### config.mk
export PLATFORM = sky130hd
export DESIGN_NAME = copper_host_port
export DESIGN_NICKNAME = d
export VERILOG_FILES = /design/src/copper_pkg.sv /design/src/copper_host_port.sv
export SDC_FILE = /design/constraint.sdc
export NUM_CORES = 1
export LEC_CHECK = 0
export BUFFER_PORTS_ARGS = -buffer_cell sky130_fd_sc_hd__buf_2
export CELL_PAD_IN_SITES_DETAIL_PLACEMENT = 1
export CELL_PAD_IN_SITES_GLOBAL_PLACEMENT = 1
export CORE_UTILIZATION = 23
export DETAILED_ROUTE_END_ITERATION = 8
export MAX_ROUTING_LAYER = met4
export PLACE_DENSITY_LB_ADDON = 0.12
export SETUP_SLACK_MARGIN = 0.5
export SLEW_MARGIN = 0
export SYNTH_ARGS = -nofsm -noshare
export SYNTH_HDL_FRONTEND = slang
export SYNTH_SLANG_ARGS = --single-unit
### constraint.sdc
create_clock -name clk -period 0.8 [get_ports clk]
set_clock_uncertainty 0.05 [all_clocks]
set_input_delay 0.08 -clock clk [delete_from_list [all_inputs] [get_ports clk]]
set_output_delay 0.08 -clock clk [all_outputs]
set_load 0.005 [all_outputs]
### src/copper_pkg.sv
// ~~~~~~~~~~~~~~~~~~~~~~~~~~~~~~~~~~~~~~~
// copper package
// sizes, opcodes, FSM state codes, the
// instruction union and memory defaults
// ~~~~~~~~~~~~~~~~~~~~~~~~~~~~~~~~~~~~~~~

package copper_pkg;

    // program memory, one instruction per address in each half
    localparam int COPPER_AW = 8;
    // host word address, bit 0 picks the odd half
    localparam int HOST_AW   = COPPER_AW + 1;
    localparam int POS_W     = 10;
    localparam int REG_IDX_W = 4;

    typedef logic [15:0] word_t;

    // opcodes live in bits 31:30
    localparam logic [1:0] OP_NOP  = 2'b00;
    localparam logic [1:0] OP_WAIT = 2'b01;
    localparam logic [1:0] OP_MOVE = 2'b10;
    localparam logic [1:0] OP_END  = 2'b11;

    // engine FSM states
    localparam logic [1:0] ST_IDLE   = 2'd0;
    localparam logic [1:0] ST_FETCH  = 2'd1;
    localparam logic [1:0] ST_DECODE = 2'd2;

    // wait view: stall until the beam reaches (v_pos, h_pos)
    typedef struct packed {
        logic [1:0]       op;
        logic [POS_W-1:0] v_pos;
        logic [9:0]       rsvd;
        logic [POS_W-1:0] h_pos;
    } wait_insn_t;

    // move view: write data into video register idx
    typedef struct packed {
        logic [1:0]           op;
        logic [9:0]           rsvd;
        logic [REG_IDX_W-1:0] idx;
        word_t                data;
    } move_insn_t;

    // even half gives bits 31:16, odd half gives bits 15:0
    typedef union packed {
        wait_insn_t wt;
        move_insn_t mv;
    } copper_insn_t;

    // empty memory decodes as END at every address
    localparam word_t INIT_EVEN_WORD = {OP_END, 14'h0000};
    localparam word_t INIT_ODD_WORD  = 16'h0000;

endpackage

### src/copper_host_port.sv
// ~~~~~~~~~~~~~~~~~~~~~~~~~~~~~~~~~~~~~~~
// copper host write port
// registers host word writes and steers
// them to the even or odd memory half
// ~~~~~~~~~~~~~~~~~~~~~~~~~~~~~~~~~~~~~~~

`timescale 1ns/1ps

module copper_host_port (
    input  logic                             clk,
    input  logic                             rst_n_i,
    input  logic                             host_wr_i,
    input  logic [copper_pkg::HOST_AW-1:0]   host_addr_i,
    input  copper_pkg::word_t                host_data_i,
    output logic                             wr_even_o,
    output logic                             wr_odd_o,
    output logic [copper_pkg::COPPER_AW-1:0] wr_addr_o,
    output copper_pkg::word_t                wr_data_o
);
    import copper_pkg::*;

    // half strobes, bit 0 of the word address picks the half
    always_ff @(posedge clk) begin
        if (!rst_n_i) begin
            wr_even_o <= 1'b0;
            wr_odd_o  <= 1'b0;
        end else begin
            wr_even_o <= host_wr_i && !host_addr_i[0];
            wr_odd_o  <= host_wr_i && host_addr_i[0];
        end
    end

    // address and data ride along with the strobes
    always_ff @(posedge clk) begin
        wr_addr_o <= host_addr_i[HOST_AW-1:1];
        wr_data_o <= host_data_i;
    end

    // a host word lands in exactly one half
    a_one_half: assert property (
        @(posedge clk) disable iff (!rst_n_i)
        !(wr_even_o && wr_odd_o)
    ) else $error("host port wrote both memory halves at once");

endmodule

# Word level (Yosys, flattened, before mapping)
# Index checks and enable logic that the tools add are counted.
# Widths: inputs -> output; s select.
# totals
regBits,26
latchBits,0
ram_bits,0
mem_bits_ro,0
in_bits,28
out_inout_bits,26
n_memories,0
# op_classes
addsub,0
mul,0
n_div,0
magnitude_cmp,0
eq_ne,0
shift,0
n_mux,0
bitwise,0
n_reduce_logical,3
# op_table
operator,n
$logic_and 1x1->1,2
$logic_not 1->1,1

# Longest topological paths before layout
# logic_depth
word_depth,2
depth_mapped,1
depth_no_buf,1

# Worst setup path before layout
# Ideal clock, no wire load.
# synth_timing
path_type,reg-to-output
start,reg wr_addr_o[0] in the netlist's numbering
end,out wr_addr_o[0] in the netlist's numbering
arrival_ns,0.298
required_ns,0.670
slack_ns,0.372
stages_incl_launch_ff,1
path_cell_list,dfxtp_1
# synth_lines
item,line,rtl
"start, declared",copper_host_port.sv:17,"output logic [copper_pkg::COPPER_AW-1:0] wr_addr_o,"
"start signal, assigned",copper_host_port.sv:35,wr_addr_o <= host_addr_i[HOST_AW-1:1];
# No word-level cell between the ends.

# Final worst setup path
# layout_timing
start,reg wr_data_o[13]
end,out wr_data_o[13]
# layout_lines
item,line,rtl
"start, declared",copper_host_port.sv:18,output copper_pkg::word_t wr_data_o
"start signal, assigned",copper_host_port.sv:36,wr_data_o <= host_data_i;
# No word-level cell between the ends.

==> results.cfg <==
[timing]
finalCritPeriodShare = 1.12
hold_violations = 26
fmax_mhz = 1120
finalCriticalPeriod_ns = 0.893
setup_viol = 26
postLayoutSetupSlackWorst_ns = -0.0932
rsz0062_at_grt = yes
relSlewSlack = 0.912
holdWs_ns = -0.194
slew_violations = 0
worst_slew_pin_slew_ns = 0.132

[floorplan]
start_util = 0.243
pin_count = 54
dieArea_um2 = 2530
die_y_um = 50.3
core_area_um2 = 2210
die_w_um = 50.3
rows = 17

[clocking]
post_cts_buffers = 0
path_clk_slew_ns = 0.13
cts-root-buf = clkbuf_4
tritoncts = built
cts_buffers = 3
htreeDepth = 1
cts_sinks = 26
clockBufferDepth = 2

[finish]
antenna_cells = 0
syn2layout_area_growth_pct = 77.6
design_area_um2 = 953
drive_gt1_frac = 0.988
final_util = 0.431
final_cells = 113
num-nets-final = 114

[logic_synthesis]
synthSimpleGateAreaFrac = 0.0303
ys_seq_area_frac = 0.970
syn_nets = 56
synth-compound-area-share = 0
synthXorXnorAreaFrac = 0
synth_fa_ha_area_frac = 0
muxShareOfSynthArea = 0
synth.distinct_cells = 3
ys_ff_latch = 26
syn_avg_cell_area_um2 = 19.2
synth_area_um2 = 537
ys_warn_count = 0
synth_top_family_by_area = simple AND/OR/NAND/NOR gates
synth_cells = 28

[power]
power.density_nw_per_um2 = 2290
p_int_uw = 1760
power_switching_uw = 421
p_clk_frac = 0.290
swShare = 0.193
power_leakage_uw = 0.000478
vdd_ir_drop_max_mv = 0.943
p_seq_frac = 0.637
combPwrFrac = 0.073

[detailed_routing]
drc = 0
vias_per_cell = 3.65
drt-met1-wl_um = 376
dr.pass1.iters = 1
met3_length_um = 107
ant_nets = 0
wl_met2_um = 546
wire_per_inst_um = 9.24
dr.max_layer_used = met4
vias = 413
drtIter0Drc = 0
wirelength_um = 1040

[outcome]
violations = hold timing, setup timing
status = finished, violations left

[job]
maxCapViolCount = 0

[global_routing]
grt_usage = 0.0878
antenna_found_initial = 0
grt_pass1_vias = 391
grt_pass1_wl_um = 1550
grt_max_degree = 15
grt_overflow_total = 0

[setup_path]
cp-start-kind = flip-flop
path_buf_inv = 1
path_delay_family = flip-flops
slowest_stage = dfxtp_2
crit_chain = buf_2
crit_type = reg2out
crit_fanout = 1
required_ns = 0.67
cpPeakStageDelay_ns = 0.33
cp.arrival_ns = 0.76
end_kind = primary output

[place]
place_area_um2 = 873
finalWeightedCongestion = 0.558
dp.cells = 109
port_buffers = 53

[worst_hold_path]
hold_path.class = in2reg
## cell usage after synthesis, drive strengths merged
cell | n | area (µm²)
dfxtp | 26 | 521
and3 | 1 | 7.51
and3b | 1 | 8.76
## state kept, by name (all words and copies together) (netlist names)
signal     flops
wr_even_o      1
wr_addr_o      8
wr_data_o     16
wr_odd_o       1
## power groups by stage
stage / Clock (µW) / Combinational (µW) / Sequential [µW]
2_1_floorplan: 0 / 4.64 / 1430
3_5_place_dp: 0 / 142 / 1420
6_report: 635 / 159 / 1390
3_3_place_gp: 0 / 140 / 1420
5_1_grt: 731 / 175 / 1400
4_1_cts: 684 / 142 / 1390
## layout by cell type, fill, tap and decap left out
cell and n:
and3_4 1, and3b_1 1, buf_2 46, buf_6 7, clkbuf_4 3, clkbuf_8 1
dfxtp_2 26
## stage by stage
stage	power, µW	setup slack (ns)	hold WS (ns)	TNS [ns]
floorplan	1440	0.373	0.0577	0
global placement	1560	0.269	0.132	0
detailed placement	1560	0.264	0.134	0
CTS	2210	-0.114	-0.212	-2.78
global route	2310	-0.142	-0.227	-3.32
finish	2190	-0.0932	-0.194	-2.11
## repair_timing
action | in CTS | in global routing
gates resized for setup | 0 | 7
hold endpoints to repair | 26 | 26
setup endpoints to repair | 26 | 26
## layout make-up
cell class | instances | area, µm²
fill | 252 | 1260
sequential | 26 | 553
clock buffer | 4 | 36.3
tap | 28 | 35.0
multi-input combinational | 2 | 20.0
timing repair buffer | 53 | 309
## routing by layer
layer,vias to the layer above,track usage
li1,201,-
met1,181,0.0810
met2,29,0.142
met3,2,0.0273
met4,0,0.0833
met5,-,-
## cell families after synthesis
| family | Yosys count |
|---|---|
| AND/OR/NAND/NOR | 2 |
| flip-flops | 26 |
## final timing paths
check / startpoint / to / slack (ns) / depth (start not counted)
max: wr_data_o[13] / wr_data_o[13] / -0.09 / 1
min: host_data_i[13] / wr_data_o[13] / -0.19 / 1
(Power assumes the default switching activity.)
