[config.mk]
export PLATFORM = sky130hd
export DESIGN_NAME = copper_mem
export DESIGN_NICKNAME = d
export VERILOG_FILES = /design/src/copper_pkg.sv /design/src/copper_mem.sv
export SDC_FILE = /design/constraint.sdc
export NUM_CORES = 2
export LEC_CHECK = 0
export ABC_AREA = 0
export BUFFER_PORTS_ARGS = -buffer_cell sky130_fd_sc_hd__buf_2
export CORE_MARGIN = 2
export CORE_UTILIZATION = 45
export CTS_CLUSTER_DIAMETER = 50
export DETAILED_ROUTE_END_ITERATION = 8
export PLACE_DENSITY = 0.64
export SLEW_MARGIN = 20
export SYNTH_ARGS = -nofsm -noshare
export SYNTH_HDL_FRONTEND = slang
export SYNTH_SLANG_ARGS = --single-unit
[constraint.sdc]
create_clock -name clk -period 2.8 [get_ports clk]
set_input_delay 0.56 -clock clk [delete_from_list [all_inputs] [get_ports clk]]
set_output_delay 0.56 -clock clk [all_outputs]
set_load 0.005 [all_outputs]
[src/copper_pkg.sv]
// ~~~~~~~~~~~~~~~~~~~~~~~~~~~~~~~~~~~~~~~
// copper package
// sizes, opcodes, FSM state codes, the
// instruction union and memory defaults
// ~~~~~~~~~~~~~~~~~~~~~~~~~~~~~~~~~~~~~~~

package copper_pkg;

    // program memory, one instruction per address in each half
    localparam int COPPER_AW = 8;
    // host word address, bit 0 picks the odd half
    localparam int HOST_AW   = COPPER_AW + 1;
    localparam int POS_W     = 10;
    localparam int REG_IDX_W = 4;

    typedef logic [15:0] word_t;

    // opcodes live in bits 31:30
    localparam logic [1:0] OP_NOP  = 2'b00;
    localparam logic [1:0] OP_WAIT = 2'b01;
    localparam logic [1:0] OP_MOVE = 2'b10;
    localparam logic [1:0] OP_END  = 2'b11;

    // engine FSM states
    localparam logic [1:0] ST_IDLE   = 2'd0;
    localparam logic [1:0] ST_FETCH  = 2'd1;
    localparam logic [1:0] ST_DECODE = 2'd2;

    // wait view: stall until the beam reaches (v_pos, h_pos)
    typedef struct packed {
        logic [1:0]       op;
        logic [POS_W-1:0] v_pos;
        logic [9:0]       rsvd;
        logic [POS_W-1:0] h_pos;
    } wait_insn_t;

    // move view: write data into video register idx
    typedef struct packed {
        logic [1:0]           op;
        logic [9:0]           rsvd;
        logic [REG_IDX_W-1:0] idx;
        word_t                data;
    } move_insn_t;

    // even half gives bits 31:16, odd half gives bits 15:0
    typedef union packed {
        wait_insn_t wt;
        move_insn_t mv;
    } copper_insn_t;

    // empty memory decodes as END at every address
    localparam word_t INIT_EVEN_WORD = {OP_END, 14'h0000};
    localparam word_t INIT_ODD_WORD  = 16'h0000;

endpackage

[src/copper_mem.sv]
// ~~~~~~~~~~~~~~~~~~~~~~~~~~~~~~~~~~~~~~~
// copper program memory, one 16-bit half
// block RAM with a write port and a
// registered read port
// ~~~~~~~~~~~~~~~~~~~~~~~~~~~~~~~~~~~~~~~

`timescale 1ns/1ps

module copper_mem #(
    parameter int ODD_HALF = 0
) (
    input  logic                             clk,
    input  logic                             wr_en_i,
    input  logic [copper_pkg::COPPER_AW-1:0] wr_addr_i,
    input  copper_pkg::word_t                wr_data_i,
    input  logic [copper_pkg::COPPER_AW-1:0] rd_addr_i,
    output copper_pkg::word_t                rd_data_o
);
    import copper_pkg::*;

    word_t mem [2**COPPER_AW];

    // even half holds the opcode word, so the default decodes as END
    initial begin
        for (int i = 0; i < 2**COPPER_AW; i++) begin
            if (ODD_HALF != 0) begin
                mem[i] = INIT_ODD_WORD;
            end else begin
                mem[i] = INIT_EVEN_WORD;
            end
        end
    end

    // host side write
    always_ff @(posedge clk) begin
        if (wr_en_i) begin
            mem[wr_addr_i] <= wr_data_i;
        end
    end

    // engine side read, one cycle latency
    always_ff @(posedge clk) begin
        rd_data_o <= mem[rd_addr_i];
    end

endmodule

Word-level counts from Yosys, hierarchy flattened
Memory sizes are Yosys's and may differ from the RTL's. A register that Yosys moved wholly into a read port is not among the register bits.
Cells that the tools add are included.
{"block": "op_classes", "order_cmp": 0, "n_mux": 2, "shifts": 0, "div_mod_pow": 0, "n_mul": 0, "n_addsub": 0, "n_eq_ne": 0, "reduce_logical": 0, "bitwise": 0}
{"cell": "2-to-1 mux 1 bit", "n": 2}
{"block": "word_totals", "latchBits": 0, "mem_bits_ro": 0, "elab_cells": 3, "ramBits": 4096, "ff_bits": 0, "in_bits": 34, "n_memories": 1, "out_inout_bits": 16}
{"name": "mem", "depth": 256, "width": 16, "rd": 1, "rd_ports_with_merged_regs": 1, "wr": 1, "line_no": "copper_mem.sv:21", "text": "word_t mem [2**COPPER_AW];"}

Longest topological paths before layout
{"block": "logic_depth", "word_depth": 2, "mapped_depth": 12}

Worst setup path after synthesis
Ideal clock, no wire load.
{"block": "synth_timing", "path_type": "input -> register", "startpoint": "in wr_addr_i[3] (netlist bit)", "endpoint": "mem mem[235][0] (netlist bit) (enable)", "cell_stages": 6, "path_buffers": 3, "arrival_ns": 2.337, "setup_ns": 0.388, "path_slack_ns": 0.075, "t_required_ns": 2.412, "path_cell_list": "clkbuf_1 -> nor2b_1 -> clkbuf_1 -> nand4_1 -> clkbuf_1 -> nor2_1"}
{"element": "start, declared", "line_no": "copper_mem.sv:14", "text": "input logic [copper_pkg::COPPER_AW-1:0] wr_addr_i,"}
{"element": "end, declared", "line_no": "copper_mem.sv:21"}
Straight into the memory's write port.

==> results by stage <==
Status:
- The flow ran to the end, and the final reports show no timing, DRC or antenna violations.

Clocking:
- TritonCTS created approximately 430 clock buffers.
- The depth of the CTS H-tree is 5.
- The TritonCTS clock tree is built.
- The cell sitting at the root of the clock tree is a sky130_fd_sc_hd__clkbuf_16.
- The longest clock path from root to sink contains 4 buffers.
- The worst-skew pair later-pin latency is slightly below 1000 ps.
- The number of clock sinks seen by CTS is 4112.
- After clock tree synthesis, the clock-pin slew on the worst setup and hold paths is ~60 ps.

Pwr:
- In this run switching power makes up between 20% and 30% of total power.
- For this design the total switching power over the nets is around 28 mW.
- Of the total power, registers draw 51.6%.
- The leakage dissipation is about 61 nW.
- The internal power of the cells is between 100 and 150 mW.
- The highest ir drop seen on vdd is roughly 550 uV.
- The portion of total power attributed to combinational logic is under 10%.
- The power per cell area is 705 nW/um2.
- The fraction of power consumed by the clock network is between 40% and 50%.

Flow run:
- The number of maximum-capacitance violations is 0.

Placement:
- The final RePlAce weighted congestion is 0.900.
- The HPWL reported at the end of detailed placement is approximately 270000 um.
- In this run, placement finished with an instance count of around 13000.
- The number of port buffers is between 40 and 50.

Floorplanning:
- The chip width is between 500 and 600 um.
- The starting density of the core is 45.1%.
- The core box area is 352000 um2.
- The row count is between 200 and 250.
- The floorplan die area is 357000 um2.
- In this run the count of I/O pins placed on the die edge is 50.
- The die is 598 um tall.

Timing:
- Setup violations remaining at the end of the flow were counted as 0.
- The normalized max-slew margin is approximately 22%.
- The time the worst path needs with I/O delays and setup is around 2700 ps.
- Setup repair after global routing left no endpoint under its margin.
- The upper clock frequency limit is between 300 and 400 MHz.
- The worst hold margin is approximately 56 ps.
- At the pin with the least slew margin, the transition time is approximately 1200 ps.
- After layout, the worst path uses a little over nine tenths of the clock period.
- For the final database, setup skew stands at a little under 50 ps.
- The number of hold violations in the final report is 0.
- The number of pins with negative max-slew slack in the final report was 0.

Worst setup path:
- Data on the critical path arrives at its endpoint at around 3600 ps.
- The origin of the worst setup path is rd_addr_i[0].
- The critical path is of the in2reg type.
- The origin of the critical flop-to-flop path is mem[53][13]$_DFFE_PP_.
- STA classifies the critical path endpoint as a flop.
- The largest fanout on the critical path is 31.
- The length in cells of the worst reg-to-reg path is 6.
- The critical path launch point type is a primary input.
- The capturing element of the worst setup path is rd_data_o[4]$_DFF_P_.
- At the worst endpoint, the required time is around 3600 ps.
- The cell occurring most often along the worst timing path is sky130_fd_sc_hd__buf_12.
- The longest individual stage delay on the worst path is between 800 and 900 ps.
- The worst register-to-register path ends at rd_data_o[13]$_DFF_P_.
- Setup slack on the worst reg-to-reg path comes out at about 130 ps.
- Traced cell by cell, the critical path runs through buf_12 > buf_12 > buf_12 > buf_12 > buf_4 > mux4_2 > o22ai_1 > nor3_1 > buf_4 > nor3_1 > buf_12 > nor4_2.
- The master of the slowest instance on the critical path is sky130_fd_sc_hd__nor3_1.

Routing:
- In the routed design, unresolved DRC markers number 0.
- The number of DRC markers after the initial detailed-route iteration is approximately 10000.
- The via count is 81200.
- Using the TritonRoute via totals, the vias-per-cell ratio works out to 6.06.
- The first-pass iteration count of the detailed router is 6.
- The number of antenna-violating nets in the routed design is 0.
- The final layout contains routed wiring with a total length of about 430000 um.
- Dividing the detail-routed wire length by the instance count gives between 30 and 40 um.

Logic synthesis:
- The mapped cell area is ~160000 um2.
- The commonest cells after synthesis are sky130_fd_sc_hd__edfxtp_1, sky130_fd_sc_hd__mux4_2, sky130_fd_sc_hd__mux2i_1, sky130_fd_sc_hd__nor2_1, sky130_fd_sc_hd__o221ai_1.
- The most used standard cell by instance count after synthesis is sky130_fd_sc_hd__edfxtp_1.
- The sequential share of the synthesized area is a little under 80%.
- The synthesis warning total is 0.
- After synthesis, the mean cell area works out to ~22 um2.
- The synthesized instance count is about 7400.
- The main combinational cell family by area after synthesis is multiplexers.
- The multiplexer fraction of the synthesized cell area is 15.5%.
- After synthesis, the cell types taking the most area are sky130_fd_sc_hd__edfxtp_1, sky130_fd_sc_hd__mux4_2, sky130_fd_sc_hd__mux2i_1, sky130_fd_sc_hd__o221ai_1, sky130_fd_sc_hd__nor2_1.
- The most used flip-flop cell after synthesis is sky130_fd_sc_hd__edfxtp_1.
- After synthesis, the netlist uses 52 different library cells.
- When the netlist entered floorplanning its net count stood at ~7400.
- The number of synthesized flops with an enable pin is between 4000 and 5000.
- The synthesized netlist devotes approximately 3.5% of its cell area to compound gates.
- Summing the areas of all fa, ha and maj instances in the mapped netlist gives 0% of the synthesized area.
- The post-synthesis async set-or-reset flop share is 0%.
- The xor-xnor portion of the synthesized cell area is 0%.
- The synthesized design devotes to its leading area cell type a little under 80% of total area.
- The synthesized-area fraction occupied by and/or/nand/nor cells is 1.57%.
- The largest area contributor in the synthesized netlist is sky130_fd_sc_hd__edfxtp_1.
- Counting flops and latches in the post-synthesis netlist gives between 4000 and 5000.

Final layout:
- The post-route netlist has a little under a third of its cells at a drive strength greater than 1.
- The count of non-filler cells in the finished layout is around 13000.
- The area added between synthesis and finish is 17.7%.
- The final layout contains roughly 8400 nets.

GRT:
- The largest net degree at the start of global routing is 88.
- The first global-routing pass estimated 603000 um of wire.
- The leftover overflow at the end of global routing is 0.
- The initial antenna violation count is 26.
- The all-layer global routing usage is a little under a quarter.
- The via count of the first global-routing pass came to between 80000 and 90000.

Worst hold path:
- The class of the tightest hold or removal check is in2reg.
[through the flow]
step	total power [mW]	utilization [%]	TNS [ps]	worst slack [ps]	cell area, um2
2_1_floorplan	72.6	-	0	75.0	159000
3_3_place_gp	76.3	49.0	-12440	-1260	173000
3_5_place_dp	76.4	49.0	-12160	-1240	173000
4_1_cts	132	53.1	0	1.35	187000
5_1_grt	135	53.1	0	13.0	187000
6_report	132	53.1	0	52.3	187000
[power groups by stage]
stage	Sequential (mW)	Clock, mW	Combinational, mW
final	68.0	56.5	7.21
after global routing	67.9	59.6	7.52
after CTS	68.0	57.2	7.20
after detailed placement	69.3	0	7.16
after global placement	69.3	0	7.04
after floorplan	69.2	0	3.35
[per-layer routing]
| layer | up-vias | GRT usage [%] | wire, um |
|---|---|---|---|
| met2 | 3821 | 37.9 | 205000 |
| met1 | 43300 | 32.1 | 166000 |
| met3 | 675 | 4.62 | 38300 |
| li1 | 33500 | - | - |
| met5 | - | 0 | 33 |
| met4 | 4 | 9.10 | 16300 |
[cell families (layout without fill, tap and decap cells)]
kind of cell	after synthesis	count (layout)
multiplexers	1450	1450
AO/OA/AOI/OAI	786	786
buffers and inverters	456	1861
other	0	18
flip-flops	4112	4112
AND/OR/NAND/NOR	556	556
[repair_timing]
action,4_1_cts,5_1_grt
endpoints found under the hold margin,43,0
hold buffers,2,0
setup buffers,0,0
gates cloned,0,0
endpoints found under the setup margin,4,3
resized for setup,6,7
pin swaps,0,2
[cell type report]
type	count	area, um2
Inverter	4	27.5
Tap cell	4620	5780
Fill cell	26700	165000
Multi-Input combinational cell	2792	33000
Clock buffer	516	11200
Clock inverter	273	2830
Sequential cell	4112	123000
Antenna cell	18	45.0
Timing Repair Buffer	1068	10500
[worst min-delay path by stage]
stage | depth (start not counted) | endpoint | slack [ps] | startpoint
final | 1 | mem[126][1]$_DFFE_PP_ | 60 | wr_data_i[1]
after global routing | 1 | mem[126][3]$_DFFE_PP_ | 60 | wr_data_i[3]
after CTS | 1 | mem[126][3]$_DFFE_PP_ | 6 | wr_data_i[3]
after detailed placement | 1 | rd_data_o[6] | 1020 | rd_data_o[6]$_DFF_P_
after global placement | 1 | mem[92][9]$_DFFE_PP_ | 1010 | wr_data_i[9]
after floorplan | 0 | mem[0][0]$_DFFE_PP_ | 660 | wr_data_i[0]
[registers in the layout, summed over array words and instances (netlist names)]
signal / flops
rd_data_o: 16
mem: 4096
[cells in the final DEF, fill, tap and decap left out, types with 17 or more instances in the layout]
cell,Yosys,layout
sky130_fd_sc_hd__a22o_1,32,32
sky130_fd_sc_hd__a211oi_1,18,18
sky130_fd_sc_hd__clkinv_1,0,74
sky130_fd_sc_hd__o22ai_1,148,148
sky130_fd_sc_hd__a22oi_1,43,43
sky130_fd_sc_hd__buf_4,26,827
sky130_fd_sc_hd__buf_8,11,17
sky130_fd_sc_hd__buf_12,5,192
sky130_fd_sc_hd__nor2_1,304,250
sky130_fd_sc_hd__mux2i_1,565,565
sky130_fd_sc_hd__clkinvlp_4,0,27
sky130_fd_sc_hd__nand3_1,35,25
sky130_fd_sc_hd__mux2_2,88,88
sky130_fd_sc_hd__clkinv_2,0,72
sky130_fd_sc_hd__clkbuf_1,230,76
sky130_fd_sc_hd__nor2_2,0,53
sky130_fd_sc_hd__a21oi_1,175,175
sky130_fd_sc_hd__clkbuf_16,0,433
sky130_fd_sc_hd__nor3_1,92,88
sky130_fd_sc_hd__o221ai_1,252,251
sky130_fd_sc_hd__bufinv_16,0,42
sky130_fd_sc_hd__diode_2,0,18
sky130_fd_sc_hd__buf_2,76,28
sky130_fd_sc_hd__a221oi_1,28,28
sky130_fd_sc_hd__edfxtp_1,4096,4096
sky130_fd_sc_hd__clkinv_4,0,17
sky130_fd_sc_hd__nand4_1,26,26
sky130_fd_sc_hd__nand2_1,38,38
sky130_fd_sc_hd__inv_6,0,21
sky130_fd_sc_hd__o21ai_0,37,37
sky130_fd_sc_hd__mux4_2,797,797
[critical path: cells and delay by family]
| family | cells | cell delay (ps) |
|---|---|---|
| buf+inv | 7 | 1330 |
| simple gates | 3 | 920 |
| mux | 1 | 520 |
| compound gates | 1 | 180 |
Power figures use the tool's default switching activity.
