$ cat config.mk
export PLATFORM = sky130hd
export DESIGN_NAME = copper_reg_bank
export DESIGN_NICKNAME = d
export VERILOG_FILES = /design/src/copper_pkg.sv /design/src/copper_reg_bank.sv
export SDC_FILE = /design/constraint.sdc
export NUM_CORES = 1
export LEC_CHECK = 0
export BUFFER_PORTS_ARGS = -buffer_cell sky130_fd_sc_hd__buf_2
export CELL_PAD_IN_SITES_DETAIL_PLACEMENT = 2
export CELL_PAD_IN_SITES_GLOBAL_PLACEMENT = 2
export CORE_MARGIN = 3
export CORE_UTILIZATION = 45
export CTS_CLUSTER_DIAMETER = 50
export DETAILED_ROUTE_END_ITERATION = 6
export PLACE_DENSITY = 0.76
export SLEW_MARGIN = 5
export SYNTH_ARGS = -nofsm -noshare
export SYNTH_HDL_FRONTEND = slang
export SYNTH_SLANG_ARGS = --single-unit
$ cat constraint.sdc
create_clock -name clk -period 3.28 [get_ports clk]
set_clock_uncertainty 0.1 [all_clocks]
set_input_delay 0.82 -clock clk [delete_from_list [all_inputs] [get_ports clk]]
set_output_delay 0.82 -clock clk [all_outputs]
set_load 0.02 [all_outputs]
$ cat src/copper_pkg.sv
// ~~~~~~~~~~~~~~~~~~~~~~~~~~~~~~~~~~~~~~~
// copper package
// sizes, opcodes, FSM state codes, the
// instruction union and memory defaults
// ~~~~~~~~~~~~~~~~~~~~~~~~~~~~~~~~~~~~~~~

package copper_pkg;

    // program memory, one instruction per address in each half
    localparam int COPPER_AW = 8;
    // host word address, bit 0 picks the odd half
    localparam int HOST_AW   = COPPER_AW + 1;
    localparam int POS_W     = 10;
    localparam int REG_IDX_W = 4;

    typedef logic [15:0] word_t;

    // opcodes live in bits 31:30
    localparam logic [1:0] OP_NOP  = 2'b00;
    localparam logic [1:0] OP_WAIT = 2'b01;
    localparam logic [1:0] OP_MOVE = 2'b10;
    localparam logic [1:0] OP_END  = 2'b11;

    // engine FSM states
    localparam logic [1:0] ST_IDLE   = 2'd0;
    localparam logic [1:0] ST_FETCH  = 2'd1;
    localparam logic [1:0] ST_DECODE = 2'd2;

    // wait view: stall until the beam reaches (v_pos, h_pos)
    typedef struct packed {
        logic [1:0]       op;
        logic [POS_W-1:0] v_pos;
        logic [9:0]       rsvd;
        logic [POS_W-1:0] h_pos;
    } wait_insn_t;

    // move view: write data into video register idx
    typedef struct packed {
        logic [1:0]           op;
        logic [9:0]           rsvd;
        logic [REG_IDX_W-1:0] idx;
        word_t                data;
    } move_insn_t;

    // even half gives bits 31:16, odd half gives bits 15:0
    typedef union packed {
        wait_insn_t wt;
        move_insn_t mv;
    } copper_insn_t;

    // empty memory decodes as END at every address
    localparam word_t INIT_EVEN_WORD = {OP_END, 14'h0000};
    localparam word_t INIT_ODD_WORD  = 16'h0000;

endpackage

$ cat src/copper_reg_bank.sv
// ~~~~~~~~~~~~~~~~~~~~~~~~~~~~~~~~~~~~~~~
// copper video register bank
// 16 registers, a registered write strobe
// out and a host read port
// ~~~~~~~~~~~~~~~~~~~~~~~~~~~~~~~~~~~~~~~

`timescale 1ns/1ps

module copper_reg_bank (
    input  logic                             clk,
    input  logic                             rst_n_i,
    input  logic                             mv_wr_i,
    input  logic [copper_pkg::REG_IDX_W-1:0] mv_idx_i,
    input  copper_pkg::word_t                mv_data_i,
    input  logic [copper_pkg::REG_IDX_W-1:0] rd_idx_i,
    output logic                             reg_wr_o,
    output logic [copper_pkg::REG_IDX_W-1:0] reg_idx_o,
    output copper_pkg::word_t                reg_data_o,
    output copper_pkg::word_t                rd_data_o
);
    import copper_pkg::*;

    word_t regs [2**REG_IDX_W];

    // video registers, cleared on reset
    always_ff @(posedge clk) begin
        if (!rst_n_i) begin
            for (int i = 0; i < 2**REG_IDX_W; i++) begin
                regs[i] <= '0;
            end
        end else if (mv_wr_i) begin
            regs[mv_idx_i] <= mv_data_i;
        end
    end

    // write strobe to the video side, same edge as the register update
    always_ff @(posedge clk) begin
        if (!rst_n_i) begin
            reg_wr_o <= 1'b0;
        end else begin
            reg_wr_o <= mv_wr_i;
        end
    end

    always_ff @(posedge clk) begin
        reg_idx_o  <= mv_idx_i;
        reg_data_o <= mv_data_i;
    end

    assign rd_data_o = regs[rd_idx_i];

    // every move costs a fetch and a decode, so writes never come back to back
    a_no_back_to_back: assert property (
        @(posedge clk) disable iff (!rst_n_i)
        reg_wr_o |=> !reg_wr_o
    ) else $error("register writes in two consecutive cycles");

endmodule

# Yosys cells after proc, flatten, opt, wreduce, memory -nomap -nowiden
# Memory sizes are Yosys's and may differ from the RTL's.
# Index checks and enable logic that the tools add are counted.
[op_classes]
n_div = 0
eq_ne = 0
shift = 0
muxes = 7
order_cmp = 0
addsub = 0
bitwise_logic = 0
mul = 0
n_reduce_logical = 1
[ops]
columns = ["cell", "n"]
rows = [
  ["2-to-1 mux 16 bit", 1],
  ["OR reduction 16 bit", 1],
  ["2-to-1 mux 1 bit", 5],
  ["2-to-1 mux 4 bit", 1],
]
[word_totals]
ram_bits = 256
inputBits = 27
wordCells = 12
n_memories = 1
latchBits = 0
ff_bits = 21
rom_bits = 0
output_inout_bits = 37
[memory_table]
columns = ["memory", "depth", "word_bits", "rd", "rd_clocked_by_memory_dff", "wr", "line", "source"]
rows = [
  ["regs", 16, 16, 1, 0, 16, "copper_reg_bank.sv:23", "word_t regs [2**REG_IDX_W];"],
]

# Depth between registers and ports, before layout
# Gate-level depths: netlist (run 1).
[depth]
depth_word = 5
depth_mapped = 5

# Least setup slack after synthesis (run 1)
# Ideal clock, no wire load.
[synth_path]
path_type = "input to output"
start = "input rd_idx_i[0] in the netlist's numbering"
end = "output rd_data_o[11]"
setup_slack_ps = 262
n_path_buf = 2
arrival_ps = 2098
required_time_ps = 2360
cell_stages = 5
cell_sequence = "buf_4 -> buf_2 -> mux4_2 -> a22oi_1 -> nand2_1"
[synth_between]
elab_chain_cells = 1
[synth_lines]
columns = ["element", "line", "source"]
rows = [
  ["start: declaration", "copper_reg_bank.sv:15", "input logic [copper_pkg::REG_IDX_W-1:0] rd_idx_i,"],
  ["memory (16 x 16 bit)", "--", ""],
  ["end: declaration", "copper_reg_bank.sv:19", "output copper_pkg::word_t rd_data_o"],
]
# Every way passes these cells.

# Final worst setup path (run 1)
[layout_path]
start = "input rd_idx_i[0] in the netlist's numbering"
end = "output rd_data_o[13]"
# The elaborated chain is that of the path after synthesis.

==> results.cfg, run 1 <==
[global_routing]
grt_pass1_wl_um = 53600
grt_usage_pct = 25.5
grt_pass1_vias = 7917
grt_max_degree = 40
antenna_found_initial = 1
gr-total-overflow = 0

[worst_setup_path]
crit_required_ns = 2.36
critPathCaptureType = output pin
crit_arrival_ns = 2.31
critical_path_class = in2out
cp-start-kind = primary input
crit_chain = buf_8 > buf_12 > buf_4 > mux4_2 > a22oi_2 > nand2_1 > buf_2
cpMaxStageDelayCell = mux4_2
crit_end = rd_data_o[13]
crit_fanout = 6
crit_start = rd_idx_i[0]
worst_path_largest_cell_delay_ns = 0.54

[final_layout]
syn2layout_area_growth_pct = 17.8
fin_util_pct = 54.2
fin_area_um2 = 14200
fillers = 2335
layout_common_cells = 258 x and2_1, 256 x edfxtp_1, 64 x mux4_2
n_antenna_cell = 0
final_common_cell = and2_1
drive_gt1_share_pct = 30.3
nNetsFinal = 859

[timing]
fin_tns_setup_ns = 0
max_freq_ghz = 0.310
finalCritPeriodShare_pct = 98.5
holdWs_ns = 0.438
tightestPinTransition_ns = 1.16
hold_viol_final = 0
setup_slack_ns = 0.0494
finalMaxSlewViolations = 0
slew_headroom_pct = 22.5
rsz0062_at_grt = false
layout_min_cycle_time_ns = 3.23
setup_viol = 0

[logic_synthesis]
avgSynthCellArea_um2 = 16.2
synthDistinctLibCells = 24
yosys-top-cells-area = edfxtp_1 64%, and2_1 13%, mux4_2 12%
syn_area_um2 = 12000
synth_top_cell_by_area = edfxtp_1
synth_seq_cells = 277
yosysSeqAreaShare_pct = 67.4
synth_top_area_share_pct = 63.9
yosys_warnings = 0
syn-num-nets = 771
syn_inst = 744

[cts]
cts.htree.levels = 2
clock-sinks = 277
root_buffer = clkbuf_16
numCtsBuffers = 36
hold_buffers = 0
tritoncts = done
clk_pin_slew_ns = 0.06
ctsLongestPathBuffers = 3

[die]
die-height_um = 169
rows = 59
die_w_um = 169
core-area_um2 = 26100
start_util_pct = 46.0
dieArea_um2 = 28700
ios = 64

[placed_design]
dp_hpwl_um = 21300
post-place-ws_ns = -0.0464
placed_cell_area_um2 = 12900
port_buffers = 63
gp_congestion = 0.779

[drt]
via_per_inst = 5.81
drtIter0Drc = 644
drc = 0
ant_nets = 0
avgRoutedWirePerCell_um = 30.1
vias = 6911
dr.pass1.iters = 4
drt_wl_total_um = 35800

[flow_run]
max-cap-violations = 0

[worst_hold_path]
hold_class = in2reg

[run_status]
outcome = completed

[power]
p_leak_nw = 5.07
power.density_nw_per_um2 = 606
ir_drop_mv = 0.387
-- how the worst min path moves through the flow --
stage | startpoint | endpoint | slack (ns) | cells after the start
2_1_floorplan | mv_data_i[0] | reg_data_o[0] | 0.75 | 0
3_3_place_gp | mv_idx_i[3] | reg_idx_o[3] | 0.92 | 1
3_5_place_dp | mv_idx_i[3] | reg_idx_o[3] | 0.93 | 1
4_1_cts | mv_idx_i[3] | reg_idx_o[3] | 0.42 | 1
5_1_grt | mv_idx_i[2] | reg_idx_o[2] | 0.43 | 1
6_report | mv_idx_i[3] | reg_idx_o[3] | 0.44 | 1
-- cells by family after synthesis --
logic type | Yosys count | synth area share, %
buffers and inverters | 55 | 2.06
multiplexers | 64 | 12.0
AND/OR/NAND/NOR | 304 | 16.1
AO/OA/AOI/OAI | 44 | 2.50
flip-flops | 277 | 67.4
-- through the flow --
stage | std cells | total power [mW]
3_5_place_dp | 1123 | 4.85
6_report | 1189 | 8.60
4_1_cts | 1184 | 8.63
2_1_floorplan | 744 | 4.54
3_3_place_gp | 1123 | 4.79
5_1_grt | 1189 | 8.85
-- metal layers --
layer  vias to the layer above  part of all wire, %  GRT usage, %
li1                       2936                    -             -
met1                      3715                   40          32.9
met2                       199                   53          45.0
met3                        59                  4.5          4.10
met4                         2                  2.6          7.47
met5                         -                0.036             0
-- state kept, by name, indices dropped and copies added, names as in the netlist --
name / flops
reg_idx_o: 4
regs: 256
reg_data_o: 16
reg_wr_o: 1
-- cell usage after synthesis --
cell,count
mux4_2,64
buf_1,5
nor2_2,10
buf_4,5
nand4_4,1
and2_1,258
nand2_2,1
nand2b_2,2
nor2b_1,2
nor2_1,3
nand4b_4,1
a22oi_1,32
clkbuf_1,27
nor3_4,1
nand2_1,16
o21ai_0,12
edfxtp_1,256
buf_2,9
nand4b_2,1
nand2b_1,4
nor3_2,3
clkbuf_2,9
dfxtp_1,21
nand4bb_2,1
-- worst max-delay path: cells and delay by family --
| family | cells | cell delay [ns] |
|---|---|---|
| AO/OA/AOI/OAI | 1 | 0.22 |
| buffers and inverters | 4 | 0.65 |
| multiplexers | 1 | 0.54 |
| AND/OR/NAND/NOR | 1 | 0.07 |
-- repair_timing --
item	4_1_cts	5_1_grt
cloned	1	2
buffers inserted	0	3
setup endpoints to repair	10	15
resized for setup	10	9
pin swaps	2	0
-- report_power, final --
group | switching [mW] | internal, mW
registers | 0.0710 | 4.06
clock network | 1.52 | 2.25
logic | 0.432 | 0.267
-- final cells by class --
type	instances	area, µm²	share of cell area [%]
multi-input combinational	412	3750	26.5
clock buffer	41	961	6.78
clock inverter	19	161	1.14
sequential	277	8110	57.2
timing repair buffer	105	771	5.44
tap	335	419	2.96
No activity file was read; power rests on OpenSTA's default activity.
==> run 2, diff against run 1 <==
Settings changed: CORE_UTILIZATION 45 to 29, PLACE_DENSITY 0.76 to 0.52.
==> run 2 against run 1 <==
Net effect: core utilization shrank 17 points; non-clock buffer count up 24; global-route usage down 9.1 points; setup slack worse by 0.013 ns; cell area rose by 4.8%; critical endpoint is now rd_data_o[6]; combinational power grew 3.7%; sequential share of layout area is 2.6 points lower; count of clock-buffer cells in the layout grew 7; die area rose by 53%; sequential power about the same.
==> results.cfg, run 2 (synthesized netlist as in run 1, its figures left out) <==
[cts]
ctsLongestPathBuffers = 3
cts.htree.levels = 2
clk_pin_slew_ns = 0.05
root_buffer = clkbuf_16
numCtsBuffers = 39
tritoncts = done
clock-sinks = 277

[drt]
drt_wl_total_um = 35500
via_per_inst = 4.79
ant_nets = 0
dr.pass1.iters = 4
avgRoutedWirePerCell_um = 25.1
drc = 0
vias = 6772
drtIter0Drc = 352

[die]
rows = 73
die_w_um = 210
core-area_um2 = 40400
ios = 64
dieArea_um2 = 44000
start_util_pct = 29.8
die-height_um = 210

[worst_setup_path]
crit_fanout = 13
crit_arrival_ns = 2.32
cp-start-kind = primary input
critical_path_class = in2out
crit_required_ns = 2.36
critPathCaptureType = output pin

[final_layout]
final_common_cell = and2_1
nNetsFinal = 886
fillers = 4019
regMostFlops = regs
largestRegisters = regs: 256 flops, reg_data_o: 16 flops, reg_idx_o: 4 flops
layoutNonFillerInstCount = 1415
syn2layout_area_growth_pct = 23.5
largest_register_ffs = 256
drive_gt1_share_pct = 32.8
layout_common_cells = 258 x and2_1, 256 x edfxtp_1, 64 x mux4_2

[worst_hold_path]
hold_class = in2reg
worstHoldPathCells = 1

[timing]
finalMaxSlewViolations = 0
layout_min_cycle_time_ns = 3.24
rsz0062_at_grt = true
fin_tns_setup_ns = 0
tightestPinTransition_ns = 0.786
max_freq_ghz = 0.308
setup_viol = 0
slew_headroom_pct = 47.5
hold_viol_final = 0
finalCritPeriodShare_pct = 98.9

[power]
p_leak_nw = 5.31
power.density_nw_per_um2 = 615
ir_drop_mv = 0.343

[global_routing]
grt_usage_pct = 16.5
grt_pass1_wl_um = 53000
antenna_found_initial = 0
grt_pass1_vias = 7960
grt_max_degree = 24
gr-total-overflow = 0

[placed_design]
place_inst = 1333
port_buffers = 63
gp_congestion = 0.712
dp_hpwl_um = 22600

[run_status]
outcome = completed

[flow_run]
max-cap-violations = 0
==> run 2: cell count changes in the layout (fill, tap and decap cells not counted), moves of 2 or more <==
cell	delta
bufinv_16	+3
clkbuf_1	+4
nand2_1	-2
buf_12	+7
nand2_2	+2
buf_4	+21
clkinv_4	+2
buf_2	-2
clkbuf_16	+2
clkinvlp_4	-2
==> run 2: metrics by stage <==
stage	total power, mW	instance area (µm²)	hold slack (ns)	setup WS, ns	util (%)
after floorplan	4.54	12000	0.748	0.262	-
after global placement	4.87	13400	0.925	-0.0962	33.1
after detailed placement	4.90	13400	0.936	-0.0907	33.1
after CTS	9.29	14800	0.367	0.000162	36.6
after global routing	9.47	14900	0.375	-0.0412	36.8
final	9.14	14900	0.394	0.0361	36.8
==> run 2: final cells by class <==
type	instances	area (µm²)	share of cell area [%]
well taps	525	657	4.42
clock buffers	48	1060	7.15
flip-flops and latches	277	8110	54.6
clock inverters	23	258	1.74
diodes	1	2.50	0.0168
multi-input cells	412	3760	25.3
repair buffers	129	1000	6.76
==> run 2: power breakdown <==
| part | total, mW | internal (mW) | switching [mW] |
|---|---|---|---|
| clock | 4.31 | 2.70 | 1.61 |
| sequential | 4.11 | 4.05 | 0.0568 |
| combinational | 0.726 | 0.293 | 0.433 |
| total | 9.14 | 7.05 | 2.10 |
==> run 2: metal layers <==
| layer | wire, µm | track usage [%] | share of wire, % |
|---|---|---|---|
| met2 | 17800 | 28.0 | 50 |
| met4 | 850 | 5.27 | 2.4 |
| met5 | 0 | 0 | 0 |
| met3 | 1520 | 2.93 | 4.3 |
| met1 | 15300 | 21.4 | 43 |
==> run 2: worst paths after layout <==
kind	start	endpoint
worst max-delay path	rd_idx_i[0]	rd_data_o[6]
worst min-delay path	mv_idx_i[3]	reg_idx_o[3]
==> run 2: what timing repair did <==
action                                  4_1_cts  5_1_grt
gates resized for setup                      15        8
endpoints found under the setup margin       11       14
setup buffers                                 4        6
hold buffers                                  0        0
pin swaps                                     3        2
==> run 2: worst max-delay path: stages <==
cell and delay (ns):
buf_4 0.11, buf_12 0.16, buf_4 0.13, mux4_2 0.49, a22oi_2 0.15, buf_4 0.15, nand2_1 0.11, buf_2 0.19
